File: src/logic/sched_pkg.sv
// =========================================================================
// Widths, codes and bus structures shared across the issue stage
// Imported by every RTL module and by the testbench
// =========================================================================
package sched_pkg;

	// Physical register number and operand value widths
	localparam int PREG_W = 7;
	localparam int VALUE_W = 32;

	// One stomp mask bit per reorder-buffer slot
	localparam int ROB_DEPTH = 16;

	typedef logic [$clog2(ROB_DEPTH)-1:0] rob_idx_t;
	typedef logic [ROB_DEPTH-1:0] rob_mask_t;

	// Functional-unit code, which also selects the reservation station
	typedef enum logic [1:0] {
		FU_ALU = 2'd0,
		FU_MUL = 2'd1,
		FU_MEM = 2'd2,
		FU_BR  = 2'd3
	} fu_e;

	typedef enum logic [3:0] {
		OP_NOP   = 4'h0,
		OP_ADD   = 4'h1,
		OP_SUB   = 4'h2,
		OP_AND   = 4'h3,
		OP_OR    = 4'h4,
		OP_MUL   = 4'h5,
		OP_LOAD  = 4'h6,
		OP_STORE = 4'h7,
		OP_BEQ   = 4'h8,
		OP_BNE   = 4'h9
	} opcode_e;

	// =====================================================================
	// Bus structures
	// =====================================================================

	typedef struct packed {
		logic               valid;
		logic [PREG_W-1:0]  preg;
		logic [VALUE_W-1:0] value;
	} operand_t;

	typedef struct packed {
		logic              valid;
		fu_e               fu;
		opcode_e           op;
		rob_idx_t          rob;
		logic [PREG_W-1:0] dst;
		operand_t          src_a;
		operand_t          src_b;
	} micro_op_t;

	// Result broadcast, at most one per cycle
	typedef struct packed {
		logic               valid;
		logic [PREG_W-1:0]  dst;
		logic [VALUE_W-1:0] value;
	} result_bus_t;

	typedef struct packed {
		rob_idx_t           rob;
		opcode_e            op;
		logic [PREG_W-1:0]  dst;
		logic [VALUE_W-1:0] val_a;
		logic [VALUE_W-1:0] val_b;
	} issued_op_t;

endpackage

File: src/logic/operand_capture.sv
// =========================================================================
// Wakeup compare for one source operand against the result broadcast
// Purely combinational, used for stored entries and for incoming ops
// =========================================================================
`timescale 1ns/1ps

module operand_capture import sched_pkg::*; (
	input  operand_t    opnd_i,
	input  result_bus_t wb_i,
	output operand_t    opnd_o
);

	logic hit;

	// Only a waiting operand listens to the broadcast
	assign hit = ~opnd_i.valid & wb_i.valid & (wb_i.dst == opnd_i.preg);

	always_comb begin
		opnd_o = opnd_i;
		if (hit) begin
			// Take the broadcast value and mark the operand as ready
			opnd_o.valid = 1'b1;
			opnd_o.value = wb_i.value;
		end
	end

endmodule

File: src/logic/reservation_station.sv
// =========================================================================
// One reservation station of NUM_ENT entries for a single functional unit
// Entries wake up on the broadcast and the lowest ready one is offered
// =========================================================================
`timescale 1ns/1ps

module reservation_station import sched_pkg::*; #(
	parameter int NUM_ENT = 3
) (
	input  logic        clk,
	input  logic        rst,
	input  logic        alloc_i,
	input  micro_op_t   op_i,
	input  result_bus_t wb_i,
	input  rob_mask_t   stomp_i,
	input  logic        grant_i,
	output logic        full_o,
	output logic        req_o,
	output issued_op_t  cand_o
);

	// Entry storage, occupancy is tracked separately in busy_q
	micro_op_t          ent_q [NUM_ENT];
	logic [NUM_ENT-1:0] busy_q;

	operand_t           cap_a [NUM_ENT];
	operand_t           cap_b [NUM_ENT];
	operand_t           in_a;
	operand_t           in_b;
	micro_op_t          op_cap;

	logic [NUM_ENT-1:0] rdy;
	logic [NUM_ENT-1:0] kill;
	logic [NUM_ENT-1:0] sel_oh;
	logic [NUM_ENT-1:0] free_oh;
	logic [NUM_ENT-1:0] release_oh;
	logic [NUM_ENT-1:0] write_oh;

	// =====================================================================
	// Operand wakeup
	// =====================================================================

	// A broadcast in the dispatch cycle is caught before the entry is written
	operand_capture i_cap_in_a (
		.opnd_i(op_i.src_a),
		.wb_i(wb_i),
		.opnd_o(in_a)
	);

	operand_capture i_cap_in_b (
		.opnd_i(op_i.src_b),
		.wb_i(wb_i),
		.opnd_o(in_b)
	);

	always_comb begin
		op_cap = op_i;
		op_cap.src_a = in_a;
		op_cap.src_b = in_b;
	end

	for (genvar i = 0; i < NUM_ENT; i++) begin : g_ent
		operand_capture i_cap_a (
			.opnd_i(ent_q[i].src_a),
			.wb_i(wb_i),
			.opnd_o(cap_a[i])
		);

		operand_capture i_cap_b (
			.opnd_i(ent_q[i].src_b),
			.wb_i(wb_i),
			.opnd_o(cap_b[i])
		);

		// Readiness uses the stored valid bits, so req follows the write by a cycle
		assign rdy[i] = busy_q[i] & ent_q[i].src_a.valid & ent_q[i].src_b.valid;
		assign kill[i] = busy_q[i] & stomp_i[ent_q[i].rob];
	end

	// =====================================================================
	// Selection and allocation
	// =====================================================================

	// Lowest set bit of the ready vector and lowest clear bit of busy
	assign sel_oh = rdy & (~rdy + NUM_ENT'(1));
	assign free_oh = ~busy_q & (busy_q + NUM_ENT'(1));

	assign req_o = |rdy;
	assign full_o = &busy_q;

	assign release_oh = kill | (sel_oh & {NUM_ENT{grant_i}});
	assign write_oh = free_oh & {NUM_ENT{alloc_i}};

	always_comb begin
		cand_o = '0;
		for (int i = 0; i < NUM_ENT; i++) begin
			if (sel_oh[i]) begin
				cand_o.rob = ent_q[i].rob;
				cand_o.op = ent_q[i].op;
				cand_o.dst = ent_q[i].dst;
				cand_o.val_a = ent_q[i].src_a.value;
				cand_o.val_b = ent_q[i].src_b.value;
			end
		end
	end

	always_ff @(posedge clk) begin
		if (rst) begin
			busy_q <= '0;
		end else begin
			busy_q <= (busy_q & ~release_oh) | write_oh;
		end
	end

	// Waiting operands are refreshed from the broadcast every cycle
	always_ff @(posedge clk) begin
		for (int i = 0; i < NUM_ENT; i++) begin
			if (write_oh[i]) begin
				ent_q[i] <= op_cap;
			end else begin
				ent_q[i].src_a <= cap_a[i];
				ent_q[i].src_b <= cap_b[i];
			end
		end
	end

endmodule

File: config.mk
export PLATFORM = sky130hd
export DESIGN_NAME = reservation_station
export DESIGN_NICKNAME = d
export VERILOG_FILES = /design/src/logic/sched_pkg.sv /design/src/logic/operand_capture.sv /design/src/logic/reservation_station.sv
export SDC_FILE = /design/constraint.sdc
export NUM_CORES = 1
export LEC_CHECK = 0
export BUFFER_PORTS_ARGS = -buffer_cell sky130_fd_sc_hd__buf_2
export CAP_MARGIN = 10
export CORE_UTILIZATION = 50
export CTS_CLUSTER_DIAMETER = 60
export CTS_CLUSTER_SIZE = 20
export DETAILED_ROUTE_END_ITERATION = 16
export MAX_ROUTING_LAYER = met4
export PLACE_DENSITY = 0.72
export SYNTH_ARGS = -nofsm -noshare
export SYNTH_HDL_FRONTEND = slang
export SYNTH_SLANG_ARGS = --single-unit
File: constraint.sdc
create_clock -name clk -period 4.5 [get_ports clk]
set_input_delay 0.675 -clock clk [delete_from_list [all_inputs] [get_ports clk]]
set_output_delay 0.675 -clock clk [all_outputs]
set_load 0.01 [all_outputs]
==> metrics <==
status=finished, final reports clean; CTS Buf Count=24; DP HPWL=21.0 mm; EDFF count, synth=279; Pins Over Slew Limit=0; largest area contributor in the netlist=edfxtp_1; Chip Width=168 microns; # rows=60; reg2reg end=ent_q[2][22]; Finished Layout Cells=1514; fmax=0.298 GHz; antenna viol nets, final=0; VDD IR max=0.342 mV; CTS max path bufs=3; R2R Path Start=busy_q[0]; synth unique cells=37; Reg2Reg Setup Slack=1880 ps; Fin. Hold Viols=0; die footprint=28100 sq um; sequential fraction of the synthesis area=62.4%; Wirelength per Cell=22.1 microns; # setup viols final=0; Post-CTS Resized=0; clock sinks=288; Crit. End Element=output port; slew margin rel.=27.0%; Reg clk slew, reported paths=80 ps; #FFs+latches synth=288; Setup crit start=ent_q[1][79]; Post-Syn Nets=1087; reg2reg path depth=4; total number of yosys warnings=0; mapped cell area=13700 sq um; Post-Route Setup TNS=0 ps; Die Ht=168 microns; share of the synthesized area in the top cell type=61.1%; CP Class=reg2out; root buffer cell=clkbuf_16; drt first-iter violations=722; Final Critical Period=3350 ps; Pleak=5.90 nW; CTS tree=built; Synth Instances=929; Slew @ Worst Pin=1100 ps; IO Count=239; initial antenna violation count=5; class of the most critical hold timing path=in2reg; hold buffers post-CTS=0; Min Hold Slack=351 ps; H-Tree Depth=1; largest net degree at the start of global routing=81; Residual DRC=0; Via-to-Cell Ratio=5.86; Core ar.=27000 sq um; Initial Utilization=50.9%; Final Skew=26.1 ps; Nets=1307; final setup margin=1150 ps; gpl congestion=0.889; period utilisation layout=74.5%; dominant cells by area after synthesis=edfxtp_1 (61%), mux2_2 (15%), a221oi_1 (5.0%), nor2_1 (4.5%), xnor2_1 (3.1%); placed insts=1464; Placement Setup Slack=1320 ps; GRT Total Usage=24.7%; total number of vias=8876; crit path DAT=2680 ps; critical path fanouts, max=64; Clock Latency Late Sink=540 ps; RSZ-0062 raised after global routing=false; WP data required=3830 ps; post-CTS setup buffers=0; Mean Syn Cell Area=14.8 sq um; Post-synth ARST share=0%; number of global-route vias before repair=9012; Worst Setup EP=cand_o[26]; P&R area growth vs syn=17.5%; IO buf count=235; most frequent cell after synthesis=edfxtp_1; main flop type after synthesis=edfxtp_1; MaxCap Viol Count=0; DR pass1 iterations=5; global route total overflow=0; top cells by count, synth=edfxtp_1 (279), mux2_2 (178), nor2_1 (164), a221oi_1 (79), xnor2_1 (49); routed wire length=33.5 mm; first-pass GRT wire length=51.5 mm; share of layout cells above drive strength 1=44.6%; critical path launch point type=flop; pwr dens=381 nW/um^2
critical path: stages, from the launching register on:
cell and delay [ps]:
dfxtp_1 400, and3_4 400, buf_4 730, a221oi_1 220, nor2_1 220, buf_2 170
metrics by stage:
step	util, %	power, mW	instance area (sq um)
2_1_floorplan	-	3.74	13700
6_report	59.8	6.14	16100
3_5_place_dp	56.8	4.08	15300
3_3_place_gp	56.8	4.06	15300
4_1_cts	59.7	6.18	16100
5_1_grt	59.8	6.33	16100
routing by layer:
layer  vias to the layer above  global-route usage, %  wire length, microns
li1                       4077                      -                     -
met1                      4445                   32.4                 14500
met2                       314                   41.1                 16500
met3                        40                   3.21                  1900
met4                         0                   5.50                   599
met5                         -                      -                     0
where the power goes:
part	switching (mW)	internal [mW]
Sequential	0.0578	3.11
Clock	1.05	1.07
Combinational	0.472	0.373
registers in the layout, indices dropped and copies added (netlist names):
name    flops
ent_q     285
busy_q      3
layout by cell type (no fill, tap or decap), drive strengths merged, types with 3 or more instances in the layout:
master and instances:
a21oi 5, a221oi 79, and3 3, buf 256, clkbuf 26, clkinv 9
clkinvlp 4, dfxtp 9, diode 6, edfxtp 279, inv 10, mux2 192
mux2i 5, mux4 12, nand3 4, nand4 16, nor2 164, nor2b 7
o21ai 7, o32a 5, xnor2 49, xor2 7
cell families after synthesis:
logic type	share of synthesized area (%)
AO/OA/AOI/OAI	6.24
buffers and inverters	2.72
XOR/XNOR	3.57
flip-flops	62.4
multiplexers	18.5
AND/OR/NAND/NOR	6.64
how the worst min path moves through the flow:
stage / startpoint / endpoint / cells past startpoint
global route: op_i[93] / ent_q[0][93] / 1
detailed placement: ent_q[2][39] / ent_q[2][39] / 1
global placement: ent_q[2][39] / ent_q[2][39] / 1
CTS: op_i[93] / ent_q[0][93] / 1
finish: op_i[93] / ent_q[2][93] / 1
floorplan: ent_q[2][79] / ent_q[2][79] / 1
area by class of cell:
| type | count | area (sq um) |
|---|---|---|
| Tap cell | 341 | 427 |
| Sequential cell | 288 | 8560 |
| Inverter | 5 | 18.8 |
| Antenna cell | 6 | 15.0 |
| Timing Repair Buffer | 256 | 1350 |
| Multi-Input combinational cell | 574 | 4950 |
| Fill cell | 2157 | 10800 |
| Clock inverter | 18 | 178 |
| Clock buffer | 26 | 629 |
(Power assumes the default switching activity.)
