<file path="src/logic/sched_pkg.sv">
// =========================================================================
// Widths, codes and bus structures shared across the issue stage
// Imported by every RTL module and by the testbench
// =========================================================================
package sched_pkg;

	// Physical register number and operand value widths
	localparam int PREG_W = 7;
	localparam int VALUE_W = 32;

	// One stomp mask bit per reorder-buffer slot
	localparam int ROB_DEPTH = 16;

	typedef logic [$clog2(ROB_DEPTH)-1:0] rob_idx_t;
	typedef logic [ROB_DEPTH-1:0] rob_mask_t;

	// Functional-unit code, which also selects the reservation station
	typedef enum logic [1:0] {
		FU_ALU = 2'd0,
		FU_MUL = 2'd1,
		FU_MEM = 2'd2,
		FU_BR  = 2'd3
	} fu_e;

	typedef enum logic [3:0] {
		OP_NOP   = 4'h0,
		OP_ADD   = 4'h1,
		OP_SUB   = 4'h2,
		OP_AND   = 4'h3,
		OP_OR    = 4'h4,
		OP_MUL   = 4'h5,
		OP_LOAD  = 4'h6,
		OP_STORE = 4'h7,
		OP_BEQ   = 4'h8,
		OP_BNE   = 4'h9
	} opcode_e;

	// =====================================================================
	// Bus structures
	// =====================================================================

	typedef struct packed {
		logic               valid;
		logic [PREG_W-1:0]  preg;
		logic [VALUE_W-1:0] value;
	} operand_t;

	typedef struct packed {
		logic              valid;
		fu_e               fu;
		opcode_e           op;
		rob_idx_t          rob;
		logic [PREG_W-1:0] dst;
		operand_t          src_a;
		operand_t          src_b;
	} micro_op_t;

	// Result broadcast, at most one per cycle
	typedef struct packed {
		logic               valid;
		logic [PREG_W-1:0]  dst;
		logic [VALUE_W-1:0] value;
	} result_bus_t;

	typedef struct packed {
		rob_idx_t           rob;
		opcode_e            op;
		logic [PREG_W-1:0]  dst;
		logic [VALUE_W-1:0] val_a;
		logic [VALUE_W-1:0] val_b;
	} issued_op_t;

endpackage

</file>
<file path="src/logic/dispatch_router.sv">
// =========================================================================
// Steers each dispatched micro-op to the station picked by its FU code
// Stomped dispatches vanish and dispatches to a full station are dropped
// =========================================================================
`timescale 1ns/1ps

module dispatch_router import sched_pkg::*; #(
	parameter int NUM_FU = 4
) (
	input  logic              clk,
	input  logic              rst,
	input  micro_op_t         disp_i,
	input  rob_mask_t         stomp_i,
	input  logic [NUM_FU-1:0] full_i,
	output logic [NUM_FU-1:0] alloc_o,
	output micro_op_t         op_o,
	output logic              drop_o
);

	logic [NUM_FU-1:0] target;
	logic              accept;
	logic              refused;

	// One-hot decode of the FU code, limited to the stations that exist
	always_comb begin
		for (int k = 0; k < NUM_FU; k++) begin
			target[k] = (disp_i.fu == fu_e'(k));
		end
	end

	// A dispatch whose ROB slot is being stomped is never written
	assign accept = disp_i.valid & ~stomp_i[disp_i.rob];

	assign alloc_o = target & ~full_i & {NUM_FU{accept}};
	assign refused = accept & |(target & full_i);

	// All stations see the same copy of the micro-op
	assign op_o = disp_i;

	always_ff @(posedge clk) begin
		if (rst) begin
			drop_o <= 1'b0;
		end else begin
			drop_o <= refused;
		end
	end

endmodule

</file>
<file path="config.mk">
export PLATFORM = sky130hd
export DESIGN_NAME = dispatch_router
export DESIGN_NICKNAME = d
export VERILOG_FILES = /design/src/logic/sched_pkg.sv /design/src/logic/dispatch_router.sv
export SDC_FILE = /design/constraint.sdc
export NUM_CORES = 1
export LEC_CHECK = 0
export ABC_AREA = 1
export BUFFER_PORTS_ARGS = -buffer_cell sky130_fd_sc_hd__buf_2
export CAP_MARGIN = 5
export CORE_AREA = 2 2 87 89
export CTS_CLUSTER_DIAMETER = 40
export DETAILED_ROUTE_END_ITERATION = 7
export DIE_AREA = 0 0 89 91
export PLACE_DENSITY = 0.58
export SLEW_MARGIN = 20
export SYNTH_ARGS = -nofsm -noshare
export SYNTH_HDL_FRONTEND = slang
export SYNTH_SLANG_ARGS = --single-unit
</file>
<file path="constraint.sdc">
create_clock -name clk -period 1.3 [get_ports clk]
set_clock_uncertainty 0.2 [all_clocks]
set_input_delay 0.13 -clock clk [delete_from_list [all_inputs] [get_ports clk]]
set_output_delay 0.13 -clock clk [all_outputs]
set_load 0.1 [all_outputs]
</file>
==> results.md, run 1 <==
- I/O Buffers: 40
- GR Overflow Total: 0
- Largest Register: drop_o
- Detailed Routing Iterations Pass 1: 4
- Post-route ant nets: 0
- Rel. slew slack: 88.7%
- Vias per Instance: 3.42
- Initial Util: 14.7%
- Gpl congestion: 0.729
- Fin crit period: 1.43 ns
- Commonest cells in the netlist: buf_4 (98), nand2_1 (24), nand3_1 (13), inv_1 (12)
- Slowest cell delay on critical path: 0.18 ns
- Internal Power: 0.182 mW
- #FFs+latches synth: 1
- # nets final: 231
- CP Class: input port to primary output
- Number of synthesized flops with an enable pin: 0
- Die Y: 91 um
- Post-Route WL: 2.56 mm
- RSZ-0062 raised after global routing: yes
- Leak Pwr: 0.456 nW
- Yosys warns: 0
- Slew Viols, Final: 0
- CP Launch Type: input port
- Layout cell share with drive strength beyond 1: 57.8%
- Initial DRC count: 13
- MaxCap Viol Count: 0
- CP required: 0.97 ns
- CP top delay family: simple AND/OR/NAND/NOR gates
- Initial antenna violation count: 0
- Sw power: 0.219 mW
- Total power: 0.401 mW
- Area leader, netlist: buf_4
- Seq/Total Area, Yosys: 1.91%
- Fmax: 699 MHz
- Comb power frac: 91.7%
- Setup ws final: -0.130 ns
- Tightest Pin Transition: 0.169 ns
- Synth top area share: 70.3%
- DP Worst Slack: -0.325 ns
- Via count: 712
- Top cells by area, synth: buf_4 (70%), nand2_1 (8.6%), nand3_1 (6.2%)
- Reg power frac: 8.3%
- Failing checks: setup timing
- Outcome: complete, but fails checks
- Residual DRC: 0
- IO Count: 223
- Cell Count, Final, Fillers Out: 208
- Total GRT Usage: 5.63%
- Mapped Cells: 162
- DR WL/cell: 12.3 um
- Slowest stage cell, crit path: buf_12
- Post-synthesis net count: 282
- Clk pwr share: 0%
- Largest register FFs: 1
- Most common cell in the synthesized netlist: buf_4
- Hold Vio Cnt, Final: 0
- First-pass GRT wire length: 3.68 mm
- Power density over the cells: 415 nW/um^2
- Core Util, Final: 13.6%
- Placement Rows: 31
- Filler cells: 831
- Synth unique cells: 11
- Worst-path cell chain: buf_12 -> inv_8 -> nand2_2 -> nand3_2 -> nand3_2 -> nand3b_1 -> nand3_4 -> nor2_4 -> buf_12
- Primary FF master, synth: dfxtp_1
- Diodes inserted: 0
- Asr flop ratio synth: 0%
- Largest net degree at the start of global routing: 9
- Largest fanout on the critical path: 8
- Die X: 89 um
- Arrival @ worst endpoint: 1.10 ns
- Core area: 7140 sq um
- Cell Area, Synth: 1050 sq um
- Largest registers: drop_o: 1 flops
- Switching Share: 54.6%
- WP buf/inv: 3
- Placed cell count: 206
- Avg Cell Area, Syn: 6.46 sq um
- CP endpoint kind: primary output
- VDD IR max: 0.0647 mV
- HP Class: input port to primary output
- Hold_ws: 0.0600 ns
- Period Utilization, post-route: 110%
- Die ar.: 8100 sq um
- Final setup viols: 5
- Vias in the first global route: 736
- Synth-to-Final Area Change: -7.65%
[power groups by stage]
stage          logic (mW)  clock network, mW  registers [mW]
2_1_floorplan        1.53                  0          0.0419
3_3_place_gp        0.338                  0          0.0335
3_5_place_dp        0.340                  0          0.0335
4_1_cts             0.365                  0          0.0335
5_1_grt             0.391                  0          0.0336
6_report            0.368                  0          0.0335
[worst paths after layout]
kind | slack (ns) | end | depth (start not counted) | from
worst max-delay path | -0.13 | alloc_o[2] | 9 | disp_i[87]
worst min-delay path | 0.06 | op_o[42] | 0 | disp_i[42]
[logic make-up after synthesis]
family                 Yosys count  synth area share, %
AO/OA/AOI/OAI                    1                0.956
flip-flops                       1                 1.91
buffers and inverters          112                 76.0
AND/OR/NAND/NOR                 48                 21.1
[repair_timing]
action	CTS	global route
resized for setup	15	2
gates cloned	1	0
endpoints found under the setup margin	5	5
buffers inserted	0	1
pin swaps	12	3
hold buffers	0	0
[placed cells by master (no fill, tap or decap), types with 2 or more instances in the layout]
cell	instances
buf_12	13
buf_2	26
buf_4	6
inv_1	10
inv_2	2
nand2_1	18
nand2_2	5
nand3_1	10
nand3_2	3
nand3b_1	5
nor2_4	4
[area by class of cell]
class                           count  area (sq um)  share of cell area, %
Sequential cell                     1          20.0                   2.07
Inverter                           13          56.3                   5.82
Tap cell                           99           124                   12.8
Timing Repair Buffer               46           463                   47.9
Multi-Input combinational cell     49           304                   31.4
[layer usage]
layer / up-vias / track usage, % / part of all wire (%)
met5: - / 0 / 0
met4: 0 / 5.22 / 8.9
li1: 293 / - / -
met1: 309 / 4.36 / 27
met2: 72 / 9.27 / 45
met3: 38 / 3.45 / 19
[metrics by stage]
step                instance area [sq um]  TNS [ns]
global route                          967    -0.947
CTS                                   955    -0.580
global placement                      885     -1.18
floorplan                            1110     -1.01
detailed placement                    885     -1.28
finish                                967    -0.520
(Power assumes the default switching activity.)
==> inputs of run 2 (changes only) <==
- REMOVE_ABC_BUFFERS: not set -> 1
==> run 2 against run 1 <==
Net effect: the flow still finishes with violations (setup timing); core utilization decreased by 0.46 points; sequential share of layout area increased by 0.072 points; final cell count increased by 0.48%; critical path depth increased by 1; maximum frequency increased by 0.13%; worst setup slack improved by 0.0018 ns; hold slack improved by 0.0013 ns; sequential cell count unchanged; sequential power about the same; global-route usage increased by 21 points; power decreased by 3.5%; cell area decreased by 3.4%.
==> results.md, run 2 (synthesis results as in run 1) <==
- Rel. slew slack: 89.7% (was 88.7%)
- Comb power frac: 91.3% (was 91.7%)
- VDD IR max: 0.204 mV (was 0.0647 mV)
- Via count: 750 (was 712)
- Post-route ant nets: 0 (unchanged)
- Largest Register: drop_o (unchanged)
- Arrival @ worst endpoint: 1.10 ns (about the same)
- Layout cell share with drive strength beyond 1: 53.7% (was 57.8%)
- Slew Viols, Final: 0 (unchanged)
- Placed Area: 842 sq um (was 885 sq um)
- Core Util, Final: 13.1% (was 13.6%)
- Hold_ws: 0.0613 ns (was 0.0600 ns)
- First-pass GRT wire length: 12.5 mm (was 3.68 mm)
- Hold Vio Cnt, Final: 0 (unchanged)
- GR Overflow Total: 0 (unchanged)
- I/O Buffers: 40 (unchanged)
- Worst-path cell chain: buf_12 -> inv_8 -> nand2_2 -> nand2_1 -> nand2_1 -> nand3_1 -> nand3b_1 -> nand3_4 -> nor2_2 -> buf_12 (was buf_12 -> inv_8 -> nand2_2 -> nand3_2 -> nand3_2 -> nand3b_1 -> nand3_4 -> nor2_4 -> buf_12)
- DR WL/cell: 53.8 um (was 12.3 um)
- Cts hold-fix bufs: 0 (unchanged)
- IO Count: 223 (unchanged)
- Switching Share: 54.5% (was 54.6%)
- HP Class: input port to primary output (unchanged)
- CP required: 0.97 ns (about the same)
- Most frequent cells in the layout: buf_2 (26), nand2_1 (20), buf_12 (13) (was buf_2 (26), nand2_1 (18), buf_12 (13))
- Die ar.: 8100 sq um (unchanged)
- Tightest Pin Transition: 0.155 ns (was 0.169 ns)
- Internal Power: 0.176 mW (was 0.182 mW)
- Finished Cell Area: 935 sq um (was 967 sq um)
- Clk pwr share: 0% (about the same)
- CP Launch Type: input port (unchanged)
- Initial antenna violation count: 2 (was 0)
- Power density over the cells: 414 nW/um^2 (was 415 nW/um^2)
- Slowest stage cell, crit path: buf_12 (unchanged)
- Initial Util: 14.7% (unchanged)
- Slowest cell delay on critical path: 0.19 ns (was 0.18 ns)
- Most common cell after layout, fill and taps aside: buf_2 (unchanged)
- CP Class: input port to primary output (unchanged)
- Reg power frac: 8.7% (was 8.3%)
- Largest fanout on the critical path: 8 (unchanged)
- Initial DRC count: 28 (was 13)
- RSZ-0062 raised after global routing: yes (unchanged)
- Failing checks: setup timing (unchanged)
- DP Worst Slack: -0.345 ns (was -0.325 ns)
- MaxCap Viol Count: 0 (unchanged)
- DPL Wire Length: 10.9 mm
- Fin crit period: 1.43 ns (about the same)
- Hold depth: 0 (unchanged)
- Final TNS setup: -0.447 ns (was -0.520 ns)
- Synth-to-Final Area Change: -10.8% (was -7.65%)
- Placement Rows: 31 (unchanged)
- Detailed Routing Iterations Pass 1: 4 (unchanged)
- Vias in the first global route: 682 (was 736)
- Hold Crit Endpoint: op_o[42] (unchanged)
- Setup ws final: -0.128 ns (was -0.130 ns)
- # nets final: 230 (was 231)
- Placed cell count: 207 (was 206)
- Largest net degree at the start of global routing: 9 (unchanged)
- Total GRT Usage: 26.2% (was 5.63%)
- Outcome: complete, but fails checks (unchanged)
- Post-CTS Setup Repair Bufs: 0 (unchanged)
- CP top delay family: simple AND/OR/NAND/NOR gates (unchanged)
- Largest registers: drop_o: 1 flops (unchanged)
- WP buf/inv: 3 (unchanged)
- Fmax: 700 MHz (was 699 MHz)
- Largest register FFs: 1 (unchanged)
- Post-Route WL: 11.3 mm (was 2.56 mm)
- Final setup viols: 4 (was 5)
- Hold path start: disp_i[42] (unchanged)
- Residual DRC: 0 (unchanged)
- Die X: 89 um (unchanged)
- CP endpoint kind: primary output (unchanged)
- Total power: 0.387 mW (was 0.401 mW)
- Core area: 7140 sq um (unchanged)
- Gpl congestion: 1.33 (was 0.729)
- Cell Count, Final, Fillers Out: 209 (was 208)
- Sw power: 0.211 mW (was 0.219 mW)
- Period Utilization, post-route: 110% (about the same)
- CP Depth: 10 (was 9)
- Leak Pwr: 0.444 nW (was 0.456 nW)
- Die Y: 91 um (unchanged)
- Filler cells: 839 (was 831)
- Vias per Instance: 3.59 (was 3.42)
-- run 2: cell type report --
type,count,area (sq um),area share [%]
Tap cell,99,124,13.3
Sequential cell,1,20.0,2.14
Antenna cell,2,5.00,0.535
Inverter,13,56.3,6.02
Multi-Input combinational cell,49,274,29.3
Timing Repair Buffer,45,455,48.7
-- run 2: worst max-delay path by stage --
stage / end / startpoint / slack [ns]
finish: alloc_o[2] / disp_i[87] / -0.13
global route: alloc_o[1] / disp_i[87] / -0.20
CTS: alloc_o[3] / disp_i[87] / -0.19
detailed placement: alloc_o[3] / disp_i[87] / -0.34
global placement: alloc_o[3] / disp_i[87] / -0.34
floorplan: alloc_o[0] / disp_i[87] / -0.88
-- run 2: what timing repair did --
item | in CTS | in global routing
setup endpoints to repair | 4 | 4
gates cloned | 1 | 0
pin swaps | 7 | 3
resized for setup | 22 | 1
-- run 2: power groups by stage --
stage | Clock, mW | Combinational (mW) | Sequential (mW)
after global routing | 0.000000103 | 0.375 | 0.0337
after floorplan | 0 | 0.0776 | 0.0419
after global placement | 0 | 0.321 | 0.0335
after CTS | 0 | 0.355 | 0.0336
after detailed placement | 0 | 0.321 | 0.0336
final | 0.000000207 | 0.354 | 0.0336
-- run 2: per-layer routing --
layer,track usage (%),vias to the layer above,share of wire (%)
met5,2.10,-,0
li1,-,292,-
met2,48.1,177,52
met1,6.70,265,9.3
met4,6.72,0,3.4
met3,44.0,16,35
